$ cat config.mk
export PLATFORM = sky130hd
export DESIGN_NAME = key_decoder
export DESIGN_NICKNAME = d
export VERILOG_FILES = /design/src/rtl/ctrl_pkg.sv /design/src/rtl/key_decoder.sv
export VERILOG_INCLUDE_DIRS = /design/src /design/src/rtl
export SDC_FILE = /design/constraint.sdc
export NUM_CORES = 1
export LEC_CHECK = 0
export BUFFER_PORTS_ARGS = -buffer_cell sky130_fd_sc_hd__buf_2
export CAP_MARGIN = 30
export CORE_MARGIN = 5
export CORE_UTILIZATION = 36
export CTS_BUF_LIST = sky130_fd_sc_hd__clkbuf_8
export DETAILED_ROUTE_END_ITERATION = 10
export PLACE_DENSITY = 0.86
export REMOVE_ABC_BUFFERS = 1
export SYNTH_ARGS = -nofsm -noshare
export SYNTH_HDL_FRONTEND = slang
export SYNTH_SLANG_ARGS = --single-unit
$ cat constraint.sdc
create_clock -name clk_sys -period 0.9 [get_ports clk_sys]
set_input_delay 0.18 -clock clk_sys [delete_from_list [all_inputs] [get_ports clk_sys]]
set_output_delay 0.18 -clock clk_sys [all_outputs]
set_load 0.1 [all_outputs]
$ cat src/rtl/arcade_defines.svh
`ifndef ARCADE_DEFINES_SVH
`define ARCADE_DEFINES_SVH

// ==================================================
// ROM image layout
// ==================================================
`define ROM_ADDR_W  16     // Download byte address, 48 KiB image
`define CPU_ADDR_W  15     // Main CPU ROM byte address
`define SND_ADDR_W  14     // Sound board ROM byte address
`define SND_BASE    32768  // First download byte of the sound ROM
`define CPU_WORDS   16384
`define SND_WORDS   8192

// ==================================================
// Keyboard scan codes
// ==================================================
`define KEY_UP      8'h75
`define KEY_DOWN    8'h72
`define KEY_LEFT    8'h6B
`define KEY_RIGHT   8'h74
`define KEY_COIN    8'h76  // ESC
`define KEY_START1  8'h05  // F1
`define KEY_START2  8'h06  // F2
`define KEY_FIRE    8'h29  // Space

`endif

$ cat src/rtl/ctrl_pkg.sv
package ctrl_pkg;

	// Keyboard scan code as reported by the key strobe
	typedef logic [7:0] scan_code_t;

	// Joystick vector, bit 0 is right
	// Upper three bits carry extra buttons that the game does not use
	typedef struct packed {
		logic [2:0] spare;
		logic       fire;   // bit 4
		logic       up;     // bit 3
		logic       down;   // bit 2
		logic       left;   // bit 1
		logic       right;  // bit 0
	} joy_t;

	// Number of player controls driven towards the game core
	localparam int unsigned NUM_CONTROLS = 8;

	typedef logic [NUM_CONTROLS-1:0] ctrl_vec_t;

endpackage

$ cat src/rtl/key_decoder.sv
`timescale 1ns/1ps

`include "arcade_defines.svh"

module key_decoder import ctrl_pkg::*; (
	input  logic       clk_sys,
	input  logic       rst_n,
	input  logic       key_strobe,
	input  logic       key_pressed,
	input  scan_code_t key_code,
	input  joy_t       joystick_0,
	input  joy_t       joystick_1,
	output logic       up,
	output logic       down,
	output logic       left,
	output logic       right,
	output logic       fire,
	output logic       coin,
	output logic       start1,
	output logic       start2
);

	logic key_up;
	logic key_down;
	logic key_left;
	logic key_right;
	logic key_fire;
	logic key_coin;
	logic key_start1;
	logic key_start2;

	// ==================================================
	// Key state latches
	// ==================================================
	always_ff @(posedge clk_sys) begin
		if (!rst_n) begin
			key_up     <= 1'b0;
			key_down   <= 1'b0;
			key_left   <= 1'b0;
			key_right  <= 1'b0;
			key_fire   <= 1'b0;
			key_coin   <= 1'b0;
			key_start1 <= 1'b0;
			key_start2 <= 1'b0;
		end else if (key_strobe) begin
			// Press sets, release clears
			case (key_code)
				`KEY_UP:     key_up     <= key_pressed;
				`KEY_DOWN:   key_down   <= key_pressed;
				`KEY_LEFT:   key_left   <= key_pressed;
				`KEY_RIGHT:  key_right  <= key_pressed;
				`KEY_FIRE:   key_fire   <= key_pressed;
				`KEY_COIN:   key_coin   <= key_pressed;
				`KEY_START1: key_start1 <= key_pressed;
				`KEY_START2: key_start2 <= key_pressed;
				default:     ;  // Unmapped key
			endcase
		end
	end

	// ==================================================
	// Merge with both joysticks
	// ==================================================
	assign up    = key_up    | joystick_0.up    | joystick_1.up;
	assign down  = key_down  | joystick_0.down  | joystick_1.down;
	assign left  = key_left  | joystick_0.left  | joystick_1.left;
	assign right = key_right | joystick_0.right | joystick_1.right;
	assign fire  = key_fire  | joystick_0.fire  | joystick_1.fire;

	assign coin   = key_coin;    // Keyboard only
	assign start1 = key_start1;
	assign start2 = key_start2;

endmodule

==> results_dict.tcl <==
set metrics [dict create \
    outcome "complete, but fails checks" \
    violations "setup timing" \
    grt_pass1_wl_mm 2.532 \
    netlist_area_sq_um 478.0 \
    layout.area.seq_sq_um 168.9 \
    ff2ff_setup_slack_ps 260 \
    synth_largest_area_cell "dfxtp_1" \
    drtIter0Drc 15 \
    yosysWarnings 0 \
    holdBufCountCts 0 \
    placedInstanceArea_sq_um 739.5 \
    layout_commonest_cell "buf_2" \
    final_cell_mix "buf_2 (17), buf_12 (8), buf_4 (7)" \
    crit_path_end_kind "output pin" \
    hold_path_depth 3 \
    met3_usage_pct 5.078 \
    boundaryPins 36 \
    reg2reg_depth 2 \
    power.density_nw_per_um2 1144 \
    finalPower_mw 1.149 \
    antenna_found_initial 0 \
    synthToLayoutAreaGrowth_pct 110.2 \
    cts_max_path_buffers 2 \
    pre_cts_ws_ps -302.5 \
    drive_gt1_share_pct 76.19 \
    ys_ff_latch 8 \
    syn_area_per_cell_sq_um 10.86 \
    finalCritPeriodShare_pct 139.1 \
    synth_cells 44 \
    cts_tree "built" \
    synth_cell_types 18 \
    worst_slew_pin_slew_ps 293.9 \
    met1_usage_pct 17.28 \
    cts_buffers 3 \
    final_hold_viol_count 0 \
    htree_levels 1 \
    grtUsageMet2_pct 32.14 \
    final_nets 114 \
    clock-root-buffer "clkbuf_8" \
    antenna_left 0 \
    r2r-end "key_left" \
    firstDrtPassIters 4 \
    crit_arrival_ps 1070 \
    fmax_ghz 0.7986 \
    setup_slack_ps -352.2 \
    tns_ps -1800 \
    ys_top_cells_by_area "dfxtp_1 (34%), mux2i_1 (10%), or3_1 (6.5%), o41ai_1 (5.5%), nor3b_2 (5.2%)" \
    antenna_cells 0 \
    rows 13 \
    start_kind "flop" \
    p_leak_nw 0.4236 \
    grt_max_degree 9 \
    stdcell_count 99 \
    crit_end "fire" \
    grtUsageTotal_pct 17.71 \
    dp_hpwl_mm 1.057 \
    worstPathRequired_ps 720 \
    yosysTopAreaCellShare_pct 33.51 \
    setup_viol 8 \
    critical_path_class "reg -> out" \
    dpl.cell_count 95 \
    holdCritPathClass "in -> reg" \
    cap_violations 0 \
    fillers 75 \
    start_util_pct 37.20 \
    grt.busiest_layer "met2" \
    multi_input_area_sq_um 406.6 \
    wl_mm 1.882 \
    worstSkewPairLatency_ps 220 \
    period_needed_ps 1252 \
    core_area_sq_um 1285 \
    drc_errors 0 \
    rsz0062_at_grt "true" \
    port_buffers 29 \
    clk_pin_slew_ps 50 \
    rr_startpoint "key_left" \
    slew_headroom_pct 80.15 \
    crit_fanout 2 \
    wire_per_inst_um 19.01 \
    viasPerCell 5.576 \
    grt_pass1_vias 553 \
    vdd_drop_max_mv 0.7542 \
    gp_congestion 0.8565 \
    clock_skew_ps 0 \
    slew_viol_final 0 \
    critical_path.startpoint "key_fire" \
    fp.dieW_um 46.44 \
    num_vias 552 \
    design_area_sq_um 1005 \
    yosysSeqAreaShare_pct 33.51 \
    fp.dieArea_sq_um 2156 \
    numClockSinks 8 \
    chipHeight_um 46.44 \
    overflow 0 \
]
## sequential cells by signal, indices dropped and copies added, names as in the netlist
| register | cells |
|---|---|
| key_up | 1 |
| key_left | 1 |
| start1 | 1 |
| start2 | 1 |
| coin | 1 |
| key_right | 1 |
| key_down | 1 |
| key_fire | 1 |
## cells by family (layout without fill, tap and decap cells)
group,Yosys count,in the layout,synth area share [%]
compound gates,6,6,11.00
buf+inv,1,41,1.571
mux,5,5,10.47
simple gates,24,24,43.45
flops,8,8,33.51
## report_power, final
group / switching (mW) / internal (mW) / total (mW)
combinational: 0.200 / 0.158 / 0.358
sequential: 0.000377 / 0.353 / 0.354
clock: 0.147 / 0.290 / 0.437
## area by class of cell
type,instances,share of cell area [%]
Multi-Input combinational cell,35,40.47
Clock buffer,3,4.110
Timing Repair Buffer,38,36.74
Sequential cell,8,16.81
Tap cell,15,1.868
## critical path: stages, from the launching register on
cell and delay [ps]:
dfxtp_2 320, or3_4 340, buf_12 170
## worst min path at each step
stage	from	end	slack, ps
after floorplan	rst_n	key_down	330
after global placement	key_right	key_right	450
after detailed placement	key_right	key_right	450
after CTS	key_code[0]	key_up	290
after global routing	key_code[1]	key_up	310
final	key_code[1]	key_up	310
## through the flow
step                hold slack, ps  util (%)
finish                       310.0     78.19
global route                 314.8     78.19
CTS                          291.9     69.82
detailed placement           448.4     57.55
global placement             448.2     57.55
floorplan                    325.5         -
## cells in the mapped netlist
cell       instances
nand4b_4           1
buf_4              1
nand4bb_1          1
nand3b_4           1
nor4_1             3
o41ai_1            3
nor4_4             1
mux2i_1            5
nor3b_2            2
dfxtp_1            8
o311ai_0           2
nand2_1            6
o311ai_1           1
nand2b_1           1
nand3_1            1
nand2b_2           1
nand2b_4           1
or3_1              5
## routing by layer
| layer | share of wire, % | vias up |
|---|---|---|
| met5 | 0 | - |
| met4 | 0.80 | 0 |
| met3 | 9.6 | 2 |
| met2 | 47 | 26 |
| met1 | 42 | 266 |
| li1 | - | 258 |
## repair_timing
item | CTS | global route
setup endpoints to repair | 11 | 14
gates resized for setup | 31 | 24
cloned | 0 | 0
pin swaps | 6 | 5
setup buffers | 0 | 1
Power figures use the tool's default switching activity.
