$ cat src/rtl/arcade_defines.svh
`ifndef ARCADE_DEFINES_SVH
`define ARCADE_DEFINES_SVH

// ==================================================
// ROM image layout
// ==================================================
`define ROM_ADDR_W  16     // Download byte address, 48 KiB image
`define CPU_ADDR_W  15     // Main CPU ROM byte address
`define SND_ADDR_W  14     // Sound board ROM byte address
`define SND_BASE    32768  // First download byte of the sound ROM
`define CPU_WORDS   16384
`define SND_WORDS   8192

// ==================================================
// Keyboard scan codes
// ==================================================
`define KEY_UP      8'h75
`define KEY_DOWN    8'h72
`define KEY_LEFT    8'h6B
`define KEY_RIGHT   8'h74
`define KEY_COIN    8'h76  // ESC
`define KEY_START1  8'h05  // F1
`define KEY_START2  8'h06  // F2
`define KEY_FIRE    8'h29  // Space

`endif

$ cat src/rtl/rom_pkg.sv
package rom_pkg;

	// Stored word, lower-addressed byte in bits 7:0
	typedef logic [15:0] rom_word_t;

	// One data byte, as delivered by the loader and read by the core
	typedef logic [7:0] rom_byte_t;

	// Lane enable for a word write
	// bit 1 selects the high byte, bit 0 the low byte
	typedef logic [1:0] byte_en_t;

	// Which store a download byte belongs to
	typedef enum logic {
		REGION_CPU = 1'b0,  // Main CPU program ROM
		REGION_SND = 1'b1   // Sound board ROM
	} rom_region_t;

	// Lane for a byte address, picked by its bit 0
	function automatic byte_en_t lane_of(input logic addr_lsb);
		return addr_lsb ? 2'b10 : 2'b01;
	endfunction

endpackage

$ cat src/rtl/rom_download.sv
`timescale 1ns/1ps

`include "arcade_defines.svh"

module rom_download import rom_pkg::*; (
	input  logic                    clk_sys,
	input  logic                    rst_n,
	input  logic                    ioctl_download,
	input  logic                    ioctl_wr,
	input  logic [`ROM_ADDR_W-1:0]  ioctl_addr,
	input  rom_byte_t               ioctl_dout,
	input  logic                    status_reset,
	input  logic                    button_reset,
	output logic                    cpu_wr,
	output logic                    snd_wr,
	output logic [`CPU_ADDR_W-2:0]  wr_word_addr,
	output byte_en_t                wr_be,
	output rom_byte_t               wr_byte,
	output logic                    rom_loaded,
	output logic                    core_reset
);

	logic                   wr_q;     // ioctl_wr sampled
	logic                   wr_qq;
	logic                   dl_q;     // Download level sampled
	logic                   dl_d1;
	logic                   dl_d2;
	logic [`ROM_ADDR_W-1:0] addr_q;
	rom_byte_t              dout_q;

	logic                   wr_rise;
	logic                   dl_fall;
	rom_region_t            region;
	logic [`CPU_ADDR_W-2:0] word_src;

	// ==================================================
	// Input sampling
	// ==================================================
	always_ff @(posedge clk_sys) begin
		if (!rst_n) begin
			wr_q  <= 1'b0;
			wr_qq <= 1'b0;
			dl_q  <= 1'b0;
			dl_d1 <= 1'b0;
			dl_d2 <= 1'b0;
		end else begin
			wr_q  <= ioctl_wr;
			wr_qq <= wr_q;
			dl_q  <= ioctl_download;
			dl_d1 <= dl_q;
			dl_d2 <= dl_d1;
		end
	end

	always_ff @(posedge clk_sys) begin
		addr_q <= ioctl_addr;
		dout_q <= ioctl_dout;
	end

	assign wr_rise = wr_q & ~wr_qq & dl_q;  // One pulse per strobe edge
	assign dl_fall = dl_d2 & ~dl_d1;

	// Sound bytes are rebased to the start of their own store
	assign region   = (addr_q < `ROM_ADDR_W'(`SND_BASE)) ? REGION_CPU : REGION_SND;
	assign word_src = addr_q[`CPU_ADDR_W-1:1];  // Top bit dropped, SND_BASE lands on word 0

	// ==================================================
	// Write toward the stores
	// ==================================================
	always_ff @(posedge clk_sys) begin
		if (!rst_n) begin
			cpu_wr <= 1'b0;
			snd_wr <= 1'b0;
		end else begin
			cpu_wr <= wr_rise & (region == REGION_CPU);
			snd_wr <= wr_rise & (region == REGION_SND);
		end
	end

	always_ff @(posedge clk_sys) begin
		if (wr_rise) begin
			wr_word_addr <= word_src;
			wr_be        <= lane_of(addr_q[0]);  // Both regions start on an even byte
			wr_byte      <= dout_q;
		end
	end

	// ==================================================
	// Load flag and game core reset
	// ==================================================
	// Loaded two edges after the download level is first seen low
	always_ff @(posedge clk_sys) begin
		if (!rst_n) begin
			rom_loaded <= 1'b0;
			core_reset <= 1'b1;
		end else begin
			if (dl_fall)
				rom_loaded <= 1'b1;
			core_reset <= status_reset | button_reset | ~rom_loaded;
		end
	end

endmodule

$ cat config.mk
export PLATFORM = sky130hd
export DESIGN_NAME = rom_download
export DESIGN_NICKNAME = d
export VERILOG_FILES = /design/src/rtl/rom_pkg.sv /design/src/rtl/rom_download.sv
export VERILOG_INCLUDE_DIRS = /design/src /design/src/rtl
export SDC_FILE = /design/constraint.sdc
export NUM_CORES = 1
export LEC_CHECK = 0
export ABC_CLOCK_PERIOD_IN_PS = 2350
export BUFFER_PORTS_ARGS = -buffer_cell sky130_fd_sc_hd__buf_4
export CAP_MARGIN = 0
export CORE_ASPECT_RATIO = 1.4
export CORE_MARGIN = 2
export CORE_UTILIZATION = 49
export CTS_CLUSTER_SIZE = 12
export DETAILED_ROUTE_END_ITERATION = 16
export PLACE_DENSITY = 0.83
export SYNTH_ARGS = -nofsm -noshare
export SYNTH_HDL_FRONTEND = slang
export SYNTH_SLANG_ARGS = --single-unit
export TNS_END_PERCENT = 1
$ cat constraint.sdc
create_clock -name clk_sys -period 2.35 [get_ports clk_sys]
set_clock_uncertainty 0.05 [all_clocks]
set_input_delay 0.235 -clock clk_sys [delete_from_list [all_inputs] [get_ports clk_sys]]
set_output_delay 0.235 -clock clk_sys [all_outputs]
set_load 0.05 [all_outputs]
==> metrics.md, run 1 <==
| Metric | Value |
|---|---|
| GRT Total Usage | `21.0%` |
| Post-synth EDFFs | `24` |
| Vias per inst | `4.31` |
| FF-to-FF path depth | `2` |
| Synth warn | `0` |
| Reg2reg start | `wr_qq` |
| CP Class | `reg2out` |
| Syn Std Cell Area | `1480 sq um` |
| Leak Pwr | `1.03 nW` |
| Fillers | `141` |
| Asr flop ratio synth | `0%` |
| Syn nets | `101` |
| Measured slew at the worst slew-check pin | `0.295 ns` |
| Synth area leaders | `edfxtp_1, dfxtp_1, and2_2` |
| Core box area | `2880 sq um` |
| Post-CTS setup buffers | `0` |
| Seq cells post-synth | `57` |
| IO Count | `58` |
| ANT cells | `0` |
| CTS sink cnt | `57` |
| Max-cap violations | `0` |
| Final-report setup violation count | `0` |
| Worst Hold Class | `in2reg` |
| RD Place Congestion | `0.674` |
| Syn_area_per_cell | `20.8 sq um` |
| GRT overflow | `0` |
| CP delay by family, top | `flip-flops` |
| Layout Nets | `194` |
| First-pass GRT wire length | `4690 um` |
| FF-to-FF setup slack | `1.17 ns` |
| Register area | `1380 sq um` |
| Instance count on the critical path | `1` |
| CP arrival | `0.92 ns` |
| Peak supply drop | `0.000919 V` |
| Die area | `3470 sq um` |
| CTS buffer count | `9` |
| Hold Path Depth | `2` |
| Worst Path Buf+Inv | `1` |
| Syn Inst Count | `71` |
| DRT iter0 DRCs | `25` |
| Share of cells above drive strength 1 | `46.2%` |
| RSZ-0062 raised after global routing | `no` |
| Pwr/cell area | `867 nW/um^2` |
| Clk slew on worst S/H paths | `0.06 ns` |
| Die Height | `68.9 um` |
| CTS max path bufs | `2` |
| Final worst slack | `1.15 ns` |
| Status | `completed` |
| Area Overhead vs Synth | `62.0%` |
| Final hold vios | `0` |
| Critical-path cell list | `buf_4` |
| Seq/Total Area, Yosys | `93.6%` |
| Row cnt | `23` |
| CTS tree | `done` |
| CTS H-Tree Depth | `3` |
| Worst path max stage delay | `0.39 ns` |
| Dominant synthesized flop cell | `dfxtp_1` |
| Synth top cells by count | `dfxtp_1, edfxtp_1, and2_2, inv_1, nor2_1` |
| Pre-antenna DRT Iters | `4` |
| Max-slew headroom | `80.3%` |
| Multi-input logic area | `87.6 sq um` |
| IO buf count | `57` |
| Hpwl dp | `1780 um` |
| Reg-to-Reg End | `wr_word_addr[7]` |
| Detailed Route WL | `3080 um` |
| Hold_sp | `ioctl_wr` |
| Via count | `888` |
| Most common cell in the synthesized netlist | `dfxtp_1` |
| DR WL/cell | `14.9 um` |
| Setup crit start kind | `flip-flop` |
| Detailed-route DRC error count | `0` |
| Dpl ws | `1.19 ns` |
| Fin. max-slew vios | `0` |
| Clk_lat worst skew | `0.32 ns` |
| Hold Path Sink | `wr_q` |
| Worst path slowest cell | `edfxtp_1` |
| Number of global-route vias before repair | `909` |
| Largest fanout on the critical path | `1` |
| Worst Setup SP | `wr_word_addr[11]` |
| Final period utilization | `51.1%` |
| Initial antenna violation count | `0` |
| Share of the synthesized area in the top cell type | `48.8%` |
| CP required | `2.07 ns` |
| Netlist cell types | `10` |
| Pin count of the biggest net entering global routing | `25` |
| Max Fclk | `0.833 GHz` |
| Cell accounting for the most synthesized area | `edfxtp_1` |
| DIE WIDTH | `50.4 um` |
| Root Buffer | `clkbuf_8` |
| Min Clock Period, post-route | `1.20 ns` |
| Post-CTS Resized | `0` |
| Starting density of the core | `51.3%` |
| Routed Antenna Nets | `0` |
| Setup TNS | `0 ns` |
| CP Capture Type | `output port` |
-- state kept, by name, indices dropped and copies added (netlist names) --
signal and flops:
addr_q 16, wr_word_addr 14, dout_q 8, wr_byte 8
wr_be 2, core_reset 1, cpu_wr 1, dl_d1 1
dl_d2 1, dl_q 1, rom_loaded 1, snd_wr 1
wr_q 1, wr_qq 1
-- power breakdown --
| part | internal [mW] | leakage, nW | switching (mW) |
|---|---|---|---|
| Sequential | 1.07 | 0.494 | 0.0115 |
| Combinational | 0.0702 | 0.428 | 0.0514 |
| Clock | 0.516 | 0.104 | 0.360 |
| Total | 1.65 | 1.03 | 0.422 |
-- worst max path at each step --
stage	end	slack, ns
6_report	wr_word_addr[11]	1.15
5_1_grt	wr_word_addr[3]	1.09
4_1_cts	rom_loaded	1.15
3_5_place_dp	wr_byte[1]	1.19
3_3_place_gp	wr_word_addr[13]	1.21
2_1_floorplan	wr_be[0]	0.92
-- logic make-up after synthesis --
family,after synthesis,synth area share [%]
AO/OA/AOI/OAI,1,0.509
AND/OR/NAND/NOR,11,5.42
buffers and inverters,2,0.509
flip-flops,57,93.6
-- per-layer routing --
layer | global-route usage (%) | routed length [um] | vias to the layer above
li1 | - | - | 432
met1 | 23.8 | 1230 | 414
met2 | 33.2 | 1620 | 37
met3 | 8.62 | 171 | 5
met4 | 13.2 | 58 | 0
met5 | 0 | 0 | -
-- cells in the final DEF, fill, tap and decap left out --
cell	count
buf_4	58
dfxtp_1	33
dlygate4sd3_1	24
edfxtp_1	24
clkbuf_8	10
and2_2	5
inv_1	2
nor2_1	2
inv_4	2
clkinv_2	2
and3b_1	1
nand4b_1	1
nor2b_1	1
o21a_1	1
nand4bb_1	1
bufinv_16	1
clkbuf_1	1
-- through the flow --
step / total power, mW / hold slack, ns / utilization (%) / instance area, sq um / cells
finish: 2.07 / 0.0826 / 83.1 / 2390 / 206
floorplan: 1.13 / 0.213 / - / 1480 / 71
global placement: 1.18 / 0.290 / 68.0 / 1960 / 166
detailed placement: 1.19 / 0.291 / 68.0 / 1960 / 166
global route: 2.15 / 0.0635 / 83.1 / 2390 / 206
CTS: 2.07 / 0.0738 / 83.1 / 2390 / 206
-- area by class of cell --
cell class / instances / share of cell area [%]
tap: 37 / 1.94
clock buffer: 11 / 5.91
timing repair buffer: 82 / 28.2
multi-input combinational: 12 / 3.66
inverter: 2 / 0.314
clock inverter: 5 / 2.20
sequential: 57 / 57.7
-- what timing repair did --
item	CTS	global route
hold buffers	24	0
endpoints found under the hold margin	24	0
endpoints found under the setup margin	0	0
(Power assumes the default switching activity.)
==> run 2, diff against run 1 <==
Settings changed: ABC_CLOCK_PERIOD_IN_PS 2350 to 1100, CORE_UTILIZATION 49 to 41, PLACE_DENSITY 0.83 to 0.75.
Clock period 2.35 ns to 1.1 ns, I/O delays scaled along.
==> metrics.md, run 2 (synthesis gave the netlist of run 1 again) <==
| Metric | Value |
|---|---|
| Measured slew at the worst slew-check pin | `0.154 ns` |
| Final hold vios | `0` |
| Max-slew headroom | `89.7%` |
| Reg2reg start | `wr_qq` |
| ANT cells | `0` |
| Min Hold Slack | `0.351 ns` |
| Setup crit start kind | `flip-flop` |
| Final-report setup violation count | `24` |
| IO buf count | `57` |
| IO Count | `58` |
| Die Height | `75 um` |
| CP Capture Type | `flip-flop` |
| Root Buffer | `clkbuf_8` |
| Min Clock Period, post-route | `1.12 ns` |
| Clk_lat worst skew | `0.31 ns` |
| FF-to-FF setup slack | `-0.02 ns` |
| DIE WIDTH | `54.7 um` |
| Worst setup path end | `wr_word_addr[12]` |
| CP arrival | `1.09 ns` |
| Initial antenna violation count | `0` |
| Fin. max-slew vios | `0` |
| Max reg flops | `16` |
| RSZ-0062 raised after global routing | `yes` |
| Hold_sp | `addr_q[1]` |
| DRT iter0 DRCs | `19` |
| Top reg by flops | `addr_q` |
| Clock share of power | `37.7%` |
| Row cnt | `25` |
| Share of cells above drive strength 1 | `44.9%` |
| Pre-antenna DRT Iters | `4` |
| CTS H-Tree Depth | `3` |
| Vias per inst | `4.17` |
| GRT overflow | `0` |
| CTS buffer count | `9` |
| Starting density of the core | `43.3%` |
| Worst Hold Class | `reg2reg` |
| Max-cap violations | `0` |
| RD Place Congestion | `0.651` |
| Core box area | `3410 sq um` |
| Largest fanout on the critical path | `15` |
| Pin count of the biggest net entering global routing | `16` |
| Number of global-route vias before repair | `902` |
| Routed Antenna Nets | `0` |
| Detailed Route WL | `2830 um` |
| Worst Setup SP | `wr_qq` |
| CP Class | `reg2reg` |
| DR WL/cell | `13.1 um` |
| Design area | `2450 sq um` |
| Clk slew on worst S/H paths | `0.06 ns` |
| GRT Total Usage | `16.2%` |
| Comb power frac | `6.7%` |
| Reg-to-Reg End | `wr_word_addr[12]` |
| Die area | `4100 sq um` |
| FF-to-FF path depth | `2` |
| Failing checks | `negative setup slack` |
| Max Fclk | `0.896 GHz` |
| CP required | `1.08 ns` |
| Hpwl dp | `1680 um` |
| NetSw | `847 uW` |
| Reg power frac | `55.6%` |
| CTS sink cnt | `57` |
| Commonest non-fill, non-tap cell in the layout | `buf_4` |
| Largest registers | `addr_q (16), wr_word_addr (14)` |
| Internal | `3.29 mW` |
| CTS max path bufs | `2` |
| Final worst slack | `-0.0165 ns` |
| Status | `finished with violations` |
| Peak supply drop | `0.00160 V` |
| Final period utilization | `102%` |
| CTS tree | `done` |
| First-pass GRT wire length | `4270 um` |
| Most frequent cells in the layout | `buf_4, dfxtp_1, dlygate4sd3_1` |
| Area Overhead vs Synth | `66.3%` |
| Setup TNS | `-0.233 ns` |
| Total power | `4.14 mW` |
| Via count | `901` |
| Switch share | `20.5%` |
| Pwr/cell area | `1690 nW/um^2` |
| Leak Pwr | `1.04 nW` |
| Layout Nets | `201` |
| Placed Area | `1990 sq um` |
| Detailed-route DRC error count | `0` |
==> run 2: layout make-up <==
| type | count | area (sq um) |
|---|---|---|
| Fill cell | 204 | 955 |
| Clock inverter | 5 | 21.3 |
| Multi-Input combinational cell | 12 | 91.3 |
| Inverter | 2 | 7.51 |
| Tap cell | 40 | 50.0 |
| Sequential cell | 57 | 1380 |
| Timing Repair Buffer | 89 | 761 |
| Clock buffer | 11 | 141 |
==> run 2: layer usage <==
layer  GRT usage, %  part of all wire, %  wire length (um)
met1           16.7                   34               966
met2           25.8                   55              1560
met3           6.55                  7.1               200
met4           11.9                  3.8               108
met5              0                    0                 0
==> run 2: power groups by stage <==
stage | sequential (mW) | combinational (mW) | clock (mW)
6_report | 2.30 | 0.278 | 1.56
5_1_grt | 2.31 | 0.293 | 1.68
4_1_cts | 2.30 | 0.274 | 1.60
3_5_place_dp | 2.35 | 0.191 | 0
3_3_place_gp | 2.34 | 0.187 | 0
2_1_floorplan | 2.40 | 0.0189 | 0
==> run 2: worst min-delay path by stage <==
stage,cells after the start,end,slack (ns)
after floorplan,0,addr_q[0],0.09
after global placement,1,dout_q[7],0.16
after detailed placement,1,addr_q[3],0.17
after CTS,0,wr_word_addr[0],0.35
after global routing,0,wr_word_addr[12],0.35
final,0,wr_word_addr[0],0.35
==> run 2: per-stage QoR <==
stage	cells	utilization, %	setup slack [ns]
2_1_floorplan	71	-	-0.0244
3_3_place_gp	171	58.5	0.00295
3_5_place_dp	171	58.5	-0.00876
4_1_cts	216	71.7	-0.0205
5_1_grt	216	72.0	-0.0519
6_report	216	72.0	-0.0165
==> run 2: what timing repair did <==
action,CTS,global route
endpoints found under the setup margin,24,26
hold buffers,29,0
resized for setup,0,3
buffers inserted,0,0
hold endpoints to repair,28,0
==> run 2: critical path, cell delays in order, from the launching register on <==
cell	delay (ns)
dfxtp_2	0.31
and3b_4	0.32
buf_12	0.15
